`config.mk`:
```
export PLATFORM = sky130hd
export DESIGN_NAME = console_periph_flat
export DESIGN_NICKNAME = d
export VERILOG_FILES = /design/src/logic/obi_pkg.sv /design/src/logic/mem_map_pkg.sv /design/src/logic/obi_bus_if.sv /design/src/logic/console_periph.sv /design/src/flat_wrapper.sv
export SDC_FILE = /design/constraint.sdc
export NUM_CORES = 1
export LEC_CHECK = 0
export BUFFER_PORTS_ARGS = -buffer_cell sky130_fd_sc_hd__buf_4
export CORE_MARGIN = 2
export CORE_UTILIZATION = 44
export CTS_BUF_LIST = sky130_fd_sc_hd__clkbuf_4
export DETAILED_ROUTE_END_ITERATION = 10
export PLACE_DENSITY = 0.82
export SLEW_MARGIN = 15
export SYNTH_ARGS = -nofsm -noshare
export SYNTH_HDL_FRONTEND = slang
export SYNTH_SLANG_ARGS = --single-unit
```
`constraint.sdc`:
```
create_clock -name clk_i -period 2 [get_ports clk_i]
set_input_delay 0.3 -clock clk_i [delete_from_list [all_inputs] [get_ports clk_i]]
set_output_delay 0.3 -clock clk_i [all_outputs]
set_load 0.02 [all_outputs]
```
`src/logic/obi_pkg.sv`:
```
/*
 * OBI data bus widths
 * address, data, byte-enable and byte lane sizes
 */

package obi_pkg;

  // byte-addressed 32-bit bus
  localparam int unsigned ADDR_WIDTH = 32;
  localparam int unsigned DATA_WIDTH = 32;

  // one enable bit per byte lane
  localparam int unsigned BE_WIDTH = 4;

  // lane size, also the console character width
  localparam int unsigned BYTE_WIDTH = 8;

endpackage

```
`src/logic/mem_map_pkg.sv`:
```
/*
 * memory map of the RAM subsystem
 * RAM bank sizes, peripheral addresses, decode and register enums
 * timer interrupt id and console queue depth
 */

package mem_map_pkg;

  // two equal banks split the RAM range
  localparam int unsigned NUM_BYTES  = 16384;
  localparam int unsigned BANK_WORDS = 2048;

  // peripheral registers
  localparam logic [obi_pkg::ADDR_WIDTH-1:0] CONSOLE_ADDR     = 32'h1000_0000;
  localparam logic [obi_pkg::ADDR_WIDTH-1:0] TIMER_MASK_ADDR  = 32'h1500_0000;
  localparam logic [obi_pkg::ADDR_WIDTH-1:0] TIMER_COUNT_ADDR = 32'h1500_0004;

  // machine timer interrupt line
  localparam logic [4:0] TIMER_IRQ_ID = 5'd7;

  localparam int unsigned CONSOLE_DEPTH = 4;

  typedef enum logic [2:0] {
    T_RAM0,
    T_RAM1,
    T_TIMER,
    T_CONSOLE,
    T_ERR
  } target_e;

  typedef enum logic {
    TREG_MASK,
    TREG_COUNT
  } timer_reg_e;

endpackage

```
`src/logic/obi_bus_if.sv`:
```
/*
 * OBI style bus between the decoder and one target
 * manager and subordinate modports
 */

`timescale 1ns/10ps

interface obi_bus_if;

  // request channel
  logic                            req;
  logic                            we;
  logic [obi_pkg::BE_WIDTH-1:0]    be;
  logic [obi_pkg::ADDR_WIDTH-1:0]  addr;
  logic [obi_pkg::DATA_WIDTH-1:0]  wdata;

  // response channel
  logic                            gnt;
  logic                            rvalid;
  logic [obi_pkg::DATA_WIDTH-1:0]  rdata;

  modport manager (
    output req, we, be, addr, wdata,
    input  gnt, rvalid, rdata
  );

  modport subordinate (
    input  req, we, be, addr, wdata,
    output gnt, rvalid, rdata
  );

endinterface

```
`src/logic/console_periph.sv`:
```
/*
 * console output on the data bus
 * small character queue drained by a valid/ready console port
 */

`timescale 1ns/10ps

module console_periph (
  input  logic                            clk_i,
  input  logic                            rst_ni,
  obi_bus_if.subordinate                  bus,
  output logic                            console_valid_o,
  output logic [obi_pkg::BYTE_WIDTH-1:0]  console_char_o,
  input  logic                            console_ready_i
);

  logic [obi_pkg::BYTE_WIDTH-1:0]                  queue [mem_map_pkg::CONSOLE_DEPTH];
  logic [$clog2(mem_map_pkg::CONSOLE_DEPTH)-1:0]   wr_ptr;
  logic [$clog2(mem_map_pkg::CONSOLE_DEPTH)-1:0]   rd_ptr;
  logic [$clog2(mem_map_pkg::CONSOLE_DEPTH+1)-1:0] count;
  logic                                            full;
  logic                                            push;
  logic                                            pop;
  logic                                            rvalid_q;

  assign full = (count == mem_map_pkg::CONSOLE_DEPTH);

  // only a write into a full queue stalls
  assign bus.gnt = bus.req && !(bus.we && full);
  assign push    = bus.req && bus.we && !full;
  assign pop     = console_valid_o && console_ready_i;

  // character storage
  always_ff @(posedge clk_i) begin
    if (push) begin
      queue[wr_ptr] <= bus.wdata[obi_pkg::BYTE_WIDTH-1:0];
    end
  end

  always_ff @(posedge clk_i or negedge rst_ni) begin
    if (!rst_ni) begin
      wr_ptr   <= '0;
      rd_ptr   <= '0;
      count    <= '0;
      rvalid_q <= 1'b0;
    end else begin
      rvalid_q <= bus.req && bus.gnt;
      if (push) begin
        wr_ptr <= (wr_ptr == mem_map_pkg::CONSOLE_DEPTH - 1) ? '0 : wr_ptr + 1'b1;
      end
      if (pop) begin
        rd_ptr <= (rd_ptr == mem_map_pkg::CONSOLE_DEPTH - 1) ? '0 : rd_ptr + 1'b1;
      end
      case ({push, pop})
        2'b10:   count <= count + 1'b1;
        2'b01:   count <= count - 1'b1;
        default: ;
      endcase
    end
  end

  assign console_valid_o = (count != '0);
  assign console_char_o  = queue[rd_ptr];

  // nothing readable here
  assign bus.rvalid = rvalid_q;
  assign bus.rdata  = '0;

endmodule

```
`src/flat_wrapper.sv`:
```
// flat-port wrapper written by rule: the top's interface ports become plain ports
module console_periph_flat 
  (clk_i, rst_ni, console_valid_o, console_char_o, console_ready_i, bus_req, bus_we, bus_be, bus_addr, bus_wdata, bus_gnt, bus_rvalid, bus_rdata);
  obi_bus_if bus_i ();
  input  logic clk_i;
  input  logic rst_ni;
  output logic console_valid_o;
  output logic [obi_pkg::BYTE_WIDTH-1:0] console_char_o;
  input  logic console_ready_i;
  input wire logic [$bits(bus_i.req)-1:0] bus_req;
  input wire logic [$bits(bus_i.we)-1:0] bus_we;
  input wire logic [$bits(bus_i.be)-1:0] bus_be;
  input wire logic [$bits(bus_i.addr)-1:0] bus_addr;
  input wire logic [$bits(bus_i.wdata)-1:0] bus_wdata;
  output wire logic [$bits(bus_i.gnt)-1:0] bus_gnt;
  output wire logic [$bits(bus_i.rvalid)-1:0] bus_rvalid;
  output wire logic [$bits(bus_i.rdata)-1:0] bus_rdata;
  assign bus_i.req = bus_req;
  assign bus_i.we = bus_we;
  assign bus_i.be = bus_be;
  assign bus_i.addr = bus_addr;
  assign bus_i.wdata = bus_wdata;
  assign bus_gnt = bus_i.gnt;
  assign bus_rvalid = bus_i.rvalid;
  assign bus_rdata = bus_i.rdata;
  console_periph u_core (.clk_i(clk_i), .rst_ni(rst_ni), .bus(bus_i), .console_valid_o(console_valid_o), .console_char_o(console_char_o), .console_ready_i(console_ready_i));
endmodule
```
== Word-level counts from Yosys, hierarchy flattened ==
Memories as Yosys holds them, arrays and structs flattened.
Index checks and enable logic that the tools add are counted.

* Bits in latches: 0
* Bits in registers: 8
* Bits of input ports: 73
* Memories kept: 1
* Bits in read-only memories: 0
* Bits in writable memories: 32
* Output and inout port bits: 43

{| class="wikitable"
|+ Memories
! memory !! depth !! bits a word !! read ports !! clocked after memory_dff !! wr ports !! RTL line !! RTL
|-
| u_core.queue || 4 || 8 || 1 || 0 || 1 || console_periph.sv:17 || <nowiki>logic [obi_pkg::BYTE_WIDTH-1:0] queue [mem_map_pkg::CONSOLE_DEPTH];</nowiki>
|}

* Magnitude comparators: 0
* $add $sub $neg: 4
* Reductions and logical operators: 10
* Multipliers: 0
* Equality and inequality tests: 5
* Bitwise operators: 0
* Muxes and demuxes: 5
* Shift-type cells: 0
* Div/mod/pow operators: 0

{| class="wikitable"
|+ Operator list
! kind !! number
|-
| $eq 2x2->1 const B || 3
|-
| $logic_and 1x1->1 || 6
|-
| $pmux 3 s2 || 1
|-
| $add 2x1->2 const B || 2
|-
| $mux 2 || 2
|-
| $add 3x1->3 const B || 1
|-
| $eq 3x3->1 const B || 1
|-
| $reduce_bool 3->1 || 1
|-
| $sub 3x1->3 const B || 1
|-
| $eq 2x1->1 const B || 1
|-
| $logic_not 1->1 || 2
|-
| $mux 1 || 2
|-
| $reduce_bool 2->1 || 1
|}

== Logic depth before layout (Yosys ltp) ==
Gate-level depths: netlist of run 1.

* Depth in word-level cells: 5
* Depth in mapped cells: 9
* Gate-level depth less buffers: 9

== Least setup slack after synthesis of run 1 ==
Ideal clock, no wire load.

* Path type: reg2reg
* Start: register u_core.count[0] in the netlist's numbering
* End: register u_core.count[2] in the netlist's numbering
* Setup time: 125 ps
* Required time: 1875 ps
* Buffers on the path: 0
* Arrival time: 1710 ps
* Period minus slack after synthesis: 1835 ps
* Slack: 165 ps
* Cell stages (with the launch flop): 10
* Cells stage by stage: dfrtp_1 -> or3_4 -> nand2_4 -> inv_1 -> ha_1 -> inv_1 -> fa_1 -> xor2_1 -> nor2_1 -> xor2_1

{| class="wikitable"
|+ RTL lines
! item !! RTL line !! RTL
|-
| start, declared || console_periph.sv:20 || <nowiki>logic [$clog2(mem_map_pkg::CONSOLE_DEPTH+1)-1:0] count;</nowiki>
|-
| start signal, assigned || console_periph.sv:55 || <nowiki>2'b10: count <= count + 1'b1;</nowiki>
|-
| start signal, assigned || console_periph.sv:56 || <nowiki>2'b01: count <= count - 1'b1;</nowiki>
|-
| $reduce_bool 3->1 * || console_periph.sv:62 || <nowiki>assign console_valid_o = (count != '0);</nowiki>
|-
| via console_valid_o || flat_wrapper.sv:7 || <nowiki>output logic console_valid_o;</nowiki>
|-
| $logic_and 1x1->1 * || console_periph.sv:31 || <nowiki>assign pop = console_valid_o && console_ready_i;</nowiki>
|-
| via u_core.pop || console_periph.sv:23 || <nowiki>logic pop;</nowiki>
|-
| $eq 2x1->1 / $eq 2x2->1 (equally long branches) || console_periph.sv:54 || <nowiki>case ({push, pop})</nowiki>
|-
| $pmux 3 s2 / $reduce_bool 2->1 (equally long branches) || - ||
|}

The timed path passes the listed nets; every way through them passes the cells marked *.
A chain may end at the register's enable or synchronous reset.

== Worst setup path after layout of run 1 ==
* Start: register u_core.rd_ptr[0] in the netlist's numbering
* End: output port console_char_o[4] in the netlist's numbering

* Cells in the longest elaborated chain, start to end: 1

{| class="wikitable"
|+ RTL lines
! item !! RTL line !! RTL
|-
| start, declared || console_periph.sv:19 || <nowiki>logic [$clog2(mem_map_pkg::CONSOLE_DEPTH)-1:0] rd_ptr;</nowiki>
|-
| start signal, assigned || console_periph.sv:52 || <nowiki>rd_ptr <= (rd_ptr == mem_map_pkg::CONSOLE_DEPTH - 1) ? '0 : rd_ptr + 1'b1;</nowiki>
|-
| $mem_v2 4x8 || - ||
|-
| end, declared || flat_wrapper.sv:8 || <nowiki>output logic [obi_pkg::BYTE_WIDTH-1:0] console_char_o;</nowiki>
|}

No other way between the ends.

==> run metrics, run 1 <==
die area=4830 sq um; Num CTS Buffers=5; ys async rst share=0.200; sequential area share after synthesis=0.615; Yosys Warn Count=0; worst setup margin=62.2 ps; Peak VDD IR=0.000323 V; critical path data arrival time=1640 ps; Pleak=0.882 nW; final hold violations=0; Fmax achieved=516 MHz; most area-hungry cell type in the Yosys netlist=edfxtp_1; Die Ht=69.5 um; worst hold path stage count=1; Reg2Reg Setup Slack=100 ps; TritonCTS clock tree=yes; reg2reg end=u_core.count[2]; dpl cells=189; Die Width=69.5 um; max-slew violations=0; Finished Cell Area=2130 sq um; final worst-path cycle share=0.969; Worst EP required=1700 ps; WS Path Type=flop to output pin; Total Wirelength=2.85 mm; Post-Place Setup Slack=42.3 ps; Remaining DRCs=0; diode count=0; maximum root-to-sink buffer count=2; largest cells by area after synthesis=edfxtp_1, buf_4, dfrtp_1, mux4_2, ha_1; PwrDens=1310 nW/um^2; post-DR wirelength/cell=14.1 um; clk sinks=40; min Tclk post-route=1940 ps; worst hold start=bus_wdata[7]; endpoints failing setup=0; DRT Pass-1 Iters=4; Placer Congestion=0.752; final hold slack=143 ps; startpoint types=flop; Total Nets Final=231; clk slew on worst S/H paths=120 ps; Std-Cell Rows=23; root buffer cell=clkbuf_4; number of cells on the worst reg-to-reg path=9; vias in the first global route=914; Area Growth Syn to Fin=12.7%; I/O pins=116; drt initial violations=67; CTS H-tree lvls=2; CP endpoint kind=output pin; fin util=0.525; initial antenna violation count=0; via/cell ratio=4.51; Yosys top cell area share=0.509; Worst-Skew Late Latency=340 ps; Initial Util=0.466; number of max-cap violations=0; input/output buffers=23; final setup TNS=0 ps; Placement Cell Area=1990 sq um; HP Class=input port to flop; layout cell share with drive strength beyond 1=0.342; final std cells w/o fill=202; clk_skew=16.7 ps; Cells after Synth=119; RSZ-0062 raised after global routing=yes; Yosys reg bits=40; Synth Flop Type=edfxtp_1; FILL cells=326; Pwr Total=2.79 mW; status=complete, no violations; first-pass GRT wire length=4.42 mm; RR Startpoint=u_core.count[2]; largest net degree at the start of global routing=14; GR Overflow Total=0; Cell Area, Synth=1890 sq um; Crit Path Max Fanout=9; Post-synth EDFFs=32; HPWL after DPL=2.16 mm; Cell variety after synth=22; Routed Antenna Nets=0; total number of vias=911; core area=4060 sq um; hold worst-path end=u_core.queue[1][7]; Total GRT Usage=0.122; Mean Syn Cell Area=15.9 sq um
[cell usage after synthesis (all sizes together), types with 2 or more instances]
| library cell | n |
|---|---|
| ha | 6 |
| mux4 | 8 |
| nor2 | 4 |
| mux2 | 4 |
| nand2 | 2 |
| xor2 | 2 |
| buf | 33 |
| and2 | 4 |
| edfxtp | 32 |
| inv | 8 |
| dfrtp | 8 |
[worst max-delay path, cell delays in order (launching register included)]
cell     delay (ps)
dfrtp_2         560
mux4_2          580
buf_6           150
[area by class of cell]
cell class	instances	area, sq um	area share
clock buffer	5	37.5	0.0176
clock inverter	3	42.5	0.0200
inverter	8	30.0	0.0141
multi-input combinational	68	571	0.268
sequential	40	1160	0.546
tap	50	62.6	0.0294
timing repair buffer	28	224	0.105
[power breakdown]
group | switching (mW) | total [mW] | internal (mW)
Clock | 0.249 | 0.511 | 0.261
Sequential | 0.166 | 1.22 | 1.05
Combinational | 0.507 | 1.06 | 0.555
[how the worst max path moves through the flow]
stage,start,endpoint,slack (ps),depth (start not counted)
3_3_place_gp,u_core.count[0],u_core.count[2],170,9
4_1_cts,u_core.count[0],u_core.count[2],10,9
3_5_place_dp,u_core.count[0],u_core.count[2],40,9
6_report,u_core.rd_ptr[0],console_char_o[4],60,2
2_1_floorplan,u_core.count[0],u_core.count[2],170,9
5_1_grt,u_core.rd_ptr[0],console_char_o[4],-30,2
[flip-flops by register name, summed over array words and instances, names as in the netlist]
signal	flops
u_core.queue	32
u_core.count	3
u_core.rd_ptr	2
u_core.wr_ptr	2
u_core.bus.rvalid	1
[timing repair]
item,4_1_cts,5_1_grt
hold endpoints to repair,8,0
hold buffers,1,0
resized for setup,1,5
buffers inserted,1,3
pin swaps,0,2
setup endpoints to repair,8,4
[kinds of logic (layout without fill, tap and decap cells)]
kind of cell	after synthesis	in the layout	synth area share
buf+inv	42	44	0.148
flops	40	40	0.615
simple gates	11	11	0.0351
compound gates	2	2	0.00795
mux	13	13	0.128
fa+ha+maj	7	7	0.0503
xor+xnor	3	3	0.0139
other cells	1	32	0.00198
[layer usage]
metal | track usage | routed length, um | vias up
met3 | 0.0436 | 200 | 6
li1 | - | - | 419
met2 | 0.215 | 1550 | 48
met5 | 0 | 0 | -
met4 | 0.0675 | 64 | 0
met1 | 0.125 | 1040 | 438
[cell usage in the layout (no fill, tap or decap), drive strengths merged]
master	netlist	layout
conb	1	32
edfxtp	32	32
buf	33	27
inv	8	8
mux4	8	8
dfrtp	8	8
ha	6	6
clkbuf	1	5
and2	4	4
nor2	4	4
mux2	4	4
xor2	2	2
nand2	2	2
clkinv	0	2
a21oi	1	1
a31oi	1	1
or3	1	1
mux2i	1	1
xnor2	1	1
fa	1	1
bufinv	0	1
dlygate4sd3	0	1
Note: power is estimated with default switching activity, not from simulation.
==> inputs of run 2 (changes only) <==
--- a/config.mk
+++ b/config.mk
@@ -11,6 +11,7 @@
 export CTS_BUF_LIST = sky130_fd_sc_hd__clkbuf_4
 export DETAILED_ROUTE_END_ITERATION = 10
 export PLACE_DENSITY = 0.82
+export SKIP_LAST_GASP = 1
 export SLEW_MARGIN = 15
 export SYNTH_ARGS = -nofsm -noshare
 export SYNTH_HDL_FRONTEND = slang
==> constraint.sdc (replaced) <==
create_clock -name clk_i -period 1.8 [get_ports clk_i]
set_input_delay 0.27 -clock clk_i [delete_from_list [all_inputs] [get_ports clk_i]]
set_output_delay 0.27 -clock clk_i [all_outputs]
set_load 0.02 [all_outputs]
==> run metrics, run 2 (same netlist as run 1, synthesis figures left out) <==
Placement Cell Area=2050 sq um (was 1990 sq um); CTS H-tree lvls=2 (unchanged); I/O pins=116 (unchanged); final setup TNS=-225 ps (was 0 ps); CP endpoint kind=output pin (unchanged); post-DR wirelength/cell=14.2 um (was 14.1 um); slowest cell on the critical path=mux4_2 (unchanged); violated checks=negative setup slack; GRT Max-Usage Layer=met2 (unchanged); top flop regs=u_core.queue: 32 flops, u_core.count: 3 flops (unchanged); worst hold path stage count=1 (unchanged); drt initial violations=112 (was 67); vias in the first global route=933 (was 914); switching power=1.06 mW (was 0.923 mW); via/cell ratio=4.57 (was 4.51); root buffer cell=clkbuf_4 (unchanged); core area=4060 sq um (unchanged); worst setup margin=-49.8 ps (was 62.2 ps); max reg flops=32 (unchanged); Initial Util=0.466 (unchanged); Largest Register=u_core.queue (unchanged); clk sinks=40 (unchanged); cell family with most CP delay=multiplexers (unchanged); number of max-cap violations=0 (unchanged); Total Nets Final=236 (was 231); Multi-input gate area=583 sq um (was 571 sq um); startpoint types=flop (unchanged); Worst EP required=1530 ps (was 1700 ps); most frequent cells in the layout=conb_1, edfxtp_1, buf_4 (unchanged); clk_skew=7.79 ps (was 16.7 ps); Clock Power Share=0.138 (was 0.183); TritonCTS clock tree=yes (unchanged); PwrDens=1450 nW/um^2 (was 1310 nW/um^2); RSZ-0062 raised after global routing=yes (unchanged); Die Width=69.5 um (unchanged); max-slew violations=0 (unchanged); Num CTS Buffers=5 (unchanged); Comb pwr share=0.449 (was 0.380); Total GRT Usage=0.123 (was 0.122); Sequential Area=1160 sq um (about the same); Placer Congestion=0.765 (was 0.752); final worst-path cycle share=1.03; HPWL after DPL=2.12 mm (was 2.16 mm); number of cells on the worst reg-to-reg path=9 (unchanged); die area=4830 sq um (unchanged); Routed Antenna Nets=0 (unchanged); switching share of power=0.331 (was 0.330); FILL cells=325 (was 326); clk slew on worst S/H paths=100 ps (was 120 ps); Std-Cell Rows=23 (unchanged); endpoints failing setup=8 (was 0); diode count=0 (unchanged); Fmax achieved=541 MHz; final hold violations=0 (unchanged); GR Overflow Total=0 (unchanged); Finished Cell Area=2210 sq um (was 2130 sq um); Pwr Total=3.20 mW (was 2.79 mW); share of power burned in registers=0.413 (was 0.437); input/output buffers=23 (unchanged); min Tclk post-route=1850 ps; Die Ht=69.5 um (unchanged); maximum root-to-sink buffer count=2 (unchanged); critical path data arrival time=1580 ps (was 1640 ps); Area Growth Syn to Fin=17.0% (was 12.7%); Remaining DRCs=0 (unchanged); Worst-Skew Late Latency=340 ps (about the same); DRT Pass-1 Iters=3 (was 4); cell-by-cell trace of the critical path=buf_12 > mux4_2 > buf_6 (was mux4_2 > buf_6); WP depth=3 (was 2); first-pass GRT wire length=4.38 mm (was 4.42 mm); Total Wirelength=2.94 mm (was 2.85 mm); M2 GR Usage=0.213 (was 0.215); initial antenna violation count=0 (unchanged); Pint=2.14 mW (was 1.87 mW); HP Class=input port to flop (unchanged); met3 capacity usage during global routing=0.0480 (was 0.0436); fin util=0.545 (was 0.525); Crit Path Max Fanout=5 (was 9); Pleak=0.916 nW (was 0.882 nW); Worst path max stage delay=530 ps (was 580 ps); met1 usage=0.122 (was 0.125); status=finished, violations left (was complete, no violations); largest net degree at the start of global routing=13 (was 14); total number of vias=945 (was 911); Crit path buffers/inverters=2 (was 1); layout cell share with drive strength beyond 1=0.401 (was 0.342); WS Path Type=flop to output pin (unchanged); Reg2Reg Setup Slack=0 ps (was 100 ps); Peak VDD IR=0.000401 V (was 0.000323 V); Post-Place Setup Slack=-11.0 ps (was 42.3 ps)
[run 2: metal layers]
layer	vias to the layer above	routed length, um
li1	429	-
met1	465	973
met2	43	1650
met3	8	224
met4	0	98
met5	-	0
[run 2: worst reg2reg max path, delay by kind of cell, from the launching register on]
| kind | cells | cell delay (ps) |
|---|---|---|
| and+or+nand+nor | 3 | 560 |
| DFF | 1 | 420 |
| adders and majority gates | 2 | 350 |
| xor gates and xnor gates | 2 | 270 |
| buffers and inverters | 2 | 90 |
[run 2: repair_timing]
action	in CTS	in global routing
gates cloned	0	1
hold buffers	1	0
resized for setup	2	11
buffers inserted	1	3
endpoints found under the hold margin	8	0
pin swaps	2	3
setup endpoints to repair	9	10
[run 2: power groups by stage]
stage	clock network, mW	logic [mW]	registers [mW]
after global placement	0	1.18	1.31
after CTS	0.457	1.28	1.31
final	0.441	1.44	1.32
after global routing	0.504	1.55	1.34
after detailed placement	0	1.26	1.33
after floorplan	0	0.918	1.26
[run 2: worst paths after layout]
kind | start | endpoint
min in group asynchronous | rst_ni | u_core.count[1]
worst max-delay path | u_core.rd_ptr[0] | console_char_o[4]
worst min-delay path | bus_wdata[7] | u_core.queue[1][7]
worst max register to register | u_core.count[0] | u_core.count[2]
worst min register to register | u_core.count[2] | u_core.count[2]
max in group asynchronous | rst_ni | u_core.rd_ptr[0]
[run 2: area by class of cell]
type / instances / area share
clock buffers: 7 / 0.0238
clock inverters: 1 / 0.00227
inverters: 8 / 0.0147
multi-input cells: 68 / 0.264
flip-flops and latches: 40 / 0.527
well taps: 50 / 0.0283
repair buffers: 33 / 0.140
[run 2: stage by stage]
stage	cells	hold slack (ps)
floorplan	150	-25.6
global placement	193	89.4
detailed placement	193	94.2
CTS	203	104
global route	207	92.0
finish	207	127
==> inputs of run 3 (changes only) <==
--- a/config.mk
+++ b/config.mk
@@ -6,11 +6,9 @@
 export NUM_CORES = 1
 export LEC_CHECK = 0
 export BUFFER_PORTS_ARGS = -buffer_cell sky130_fd_sc_hd__buf_4
-export CORE_MARGIN = 2
-export CORE_UTILIZATION = 44
-export CTS_BUF_LIST = sky130_fd_sc_hd__clkbuf_4
+export CORE_UTILIZATION = 43
 export DETAILED_ROUTE_END_ITERATION = 10
-export PLACE_DENSITY = 0.82
+export PLACE_DENSITY = 0.8
 export SKIP_LAST_GASP = 1
 export SLEW_MARGIN = 15
 export SYNTH_ARGS = -nofsm -noshare
==> run metrics, run 3 (same netlist as run 1, synthesis figures left out) <==
status=complete, no violations (was finished, violations left); number of max-cap violations=0 (unchanged); Pwr Total=3.30 mW (was 3.20 mW); CTS H-tree lvls=2 (unchanged); max-slew violations=0 (unchanged); min Tclk post-route=1800 ps (was 1850 ps); TritonCTS clock tree=yes (unchanged); Die Width=68.3 um (was 69.5 um); Routed Antenna Nets=0 (unchanged); Total GRT Usage=0.141 (was 0.123); final std cells w/o fill=205 (was 207); Remaining DRCs=0 (unchanged); clk_skew=6.93 ps (was 7.79 ps); Total Wirelength=2.94 mm (about the same); endpoints failing setup=0 (was 8); initial antenna violation count=0 (unchanged); final hold violations=0 (unchanged); switching power=1.08 mW (was 1.06 mW); via/cell ratio=4.56 (was 4.57); I/O pins=116 (unchanged); total number of vias=935 (was 945); Worst EP required=1530 ps (about the same); most frequent cells in the layout=conb_1, edfxtp_1, buf_4 (unchanged); drt initial violations=104 (was 112); input/output buffers=23 (unchanged); CP endpoint kind=output pin (unchanged); Comb pwr share=0.431 (was 0.449); clk slew on worst S/H paths=70 ps (was 100 ps); final setup TNS=0 ps (was -225 ps); Fmax achieved=557 MHz (was 541 MHz); final worst-path cycle share=0.998 (was 1.03); cell family with most CP delay=multiplexers (unchanged); largest net degree at the start of global routing=13 (unchanged); GR Overflow Total=0 (unchanged); Worst path max stage delay=510 ps (was 530 ps); startpoint types=flop (unchanged); Peak VDD IR=0.000356 V (was 0.000401 V); Clock Power Share=0.168 (was 0.138); layout cell share with drive strength beyond 1=0.374 (was 0.401); die area=4660 sq um (was 4830 sq um); root buffer cell=clkbuf_8 (was clkbuf_4); Crit path buffers/inverters=2 (unchanged); dpl cells=193 (unchanged); DRT Pass-1 Iters=4 (was 3); cell-by-cell trace of the critical path=clkbuf_16 > mux4_2 > buf_6 (was buf_12 > mux4_2 > buf_6); HP Class=input port to flop (unchanged); PwrDens=1490 nW/um^2 (was 1450 nW/um^2); post-DR wirelength/cell=14.3 um (was 14.2 um); critical path data arrival time=1530 ps (was 1580 ps); maximum root-to-sink buffer count=2 (unchanged); switching share of power=0.328 (was 0.331); core area=4120 sq um (was 4060 sq um); Total Nets Final=234 (was 236); diode count=0 (unchanged); clk sinks=40 (unchanged); first-pass GRT wire length=4.44 mm (was 4.38 mm); Die Ht=68.3 um (was 69.5 um); WS Path Type=flop to output pin (unchanged); Worst-Skew Late Latency=290 ps (was 340 ps); Std-Cell Rows=23 (unchanged); slowest cell on the critical path=mux4_2 (unchanged); Crit Path Max Fanout=4 (was 5); Area Growth Syn to Fin=17.4% (was 17.0%); Num CTS Buffers=5 (unchanged); top flop regs=u_core.queue: 32 flops, u_core.count: 3 flops (unchanged); Pleak=0.913 nW (was 0.916 nW); share of power burned in registers=0.401 (was 0.413); Largest Register=u_core.queue (unchanged); HPWL after DPL=2.07 mm (was 2.12 mm); Pint=2.22 mW (was 2.14 mW); max reg flops=32 (unchanged); vias in the first global route=952 (was 933); Initial Util=0.459 (was 0.466); RSZ-0062 raised after global routing=yes (unchanged); Placer Congestion=0.684 (was 0.765)
run 3: changes by cell type in the layout (fill, tap and decap cells not counted), sizes merged:
cell  previous run  this run
buf             31        29
run 3: cell type report:
cell class	instances	area, sq um
flip-flops and latches	40	1160
clock buffers	7	76.3
well taps	50	62.6
multi-input cells	68	583
inverters	8	32.5
clock inverters	1	5.00
repair buffers	31	295
fillers	318	1900
run 3: path summary, 6_finish.rpt:
kind | from | end | slack (ps) | cells after the start
max | u_core.rd_ptr[0] | console_char_o[4] | 4 | 3
min | bus_wdata[4] | u_core.queue[0][4] | 170 | 1
max reg2reg | u_core.count[0] | u_core.count[2] | 10 | 9
min reg2reg | u_core.count[2] | u_core.count[2] | 570 | 1
max in group asynchronous | rst_ni | u_core.rd_ptr[0] | 1330 | 2
min in group asynchronous | rst_ni | u_core.rd_ptr[1] | 330 | 2
run 3: worst reg2reg max path: stages (launching register included):
cell and delay, ps:
dfrtp_1 410, or3_4 420, nand2_4 80, inv_4 40, ha_4 150, inv_2 50, fa_2 190, xor2_1 130
nor2_1 70, xor2_1 140
run 3: per-layer routing:
metal | track usage | part of all wire | vias to the layer above
met3 | 0.0300 | 0.049 | 8
met2 | 0.251 | 0.56 | 45
met4 | 0.112 | 0.031 | 0
li1 | - | - | 423
met5 | 0 | 0 | -
met1 | 0.140 | 0.36 | 459
run 3: what timing repair did:
action | CTS | global route
setup endpoints to repair | 2 | 10
buffers inserted | 1 | 1
cloned | 0 | 1
pin swaps | 1 | 1
hold buffers | 1 | 0
hold endpoints to repair | 8 | 0
resized for setup | 1 | 11
run 3: metrics by stage:
| step | worst slack (ps) | cell area [sq um] | hold WS, ps | util |
|---|---|---|---|---|
| 2_1_floorplan | 6.48 | 2020 | -25.6 | - |
| 3_3_place_gp | 59.1 | 2050 | 89.1 | 0.498 |
| 3_5_place_dp | -19.6 | 2050 | 92.7 | 0.498 |
| 4_1_cts | 3.69 | 2150 | 175 | 0.523 |
| 5_1_grt | -94.1 | 2220 | 169 | 0.539 |
| 6_report | 3.87 | 2220 | 173 | 0.539 |
run 3: power by group through the flow:
stage          Combinational (mW)  Clock [mW]  Sequential (mW)
2_1_floorplan               0.918           0             1.26
3_3_place_gp                 1.18           0             1.31
3_5_place_dp                 1.25           0             1.33
4_1_cts                      1.28       0.560             1.31
5_1_grt                      1.55       0.613             1.35
6_report                     1.43       0.553             1.32
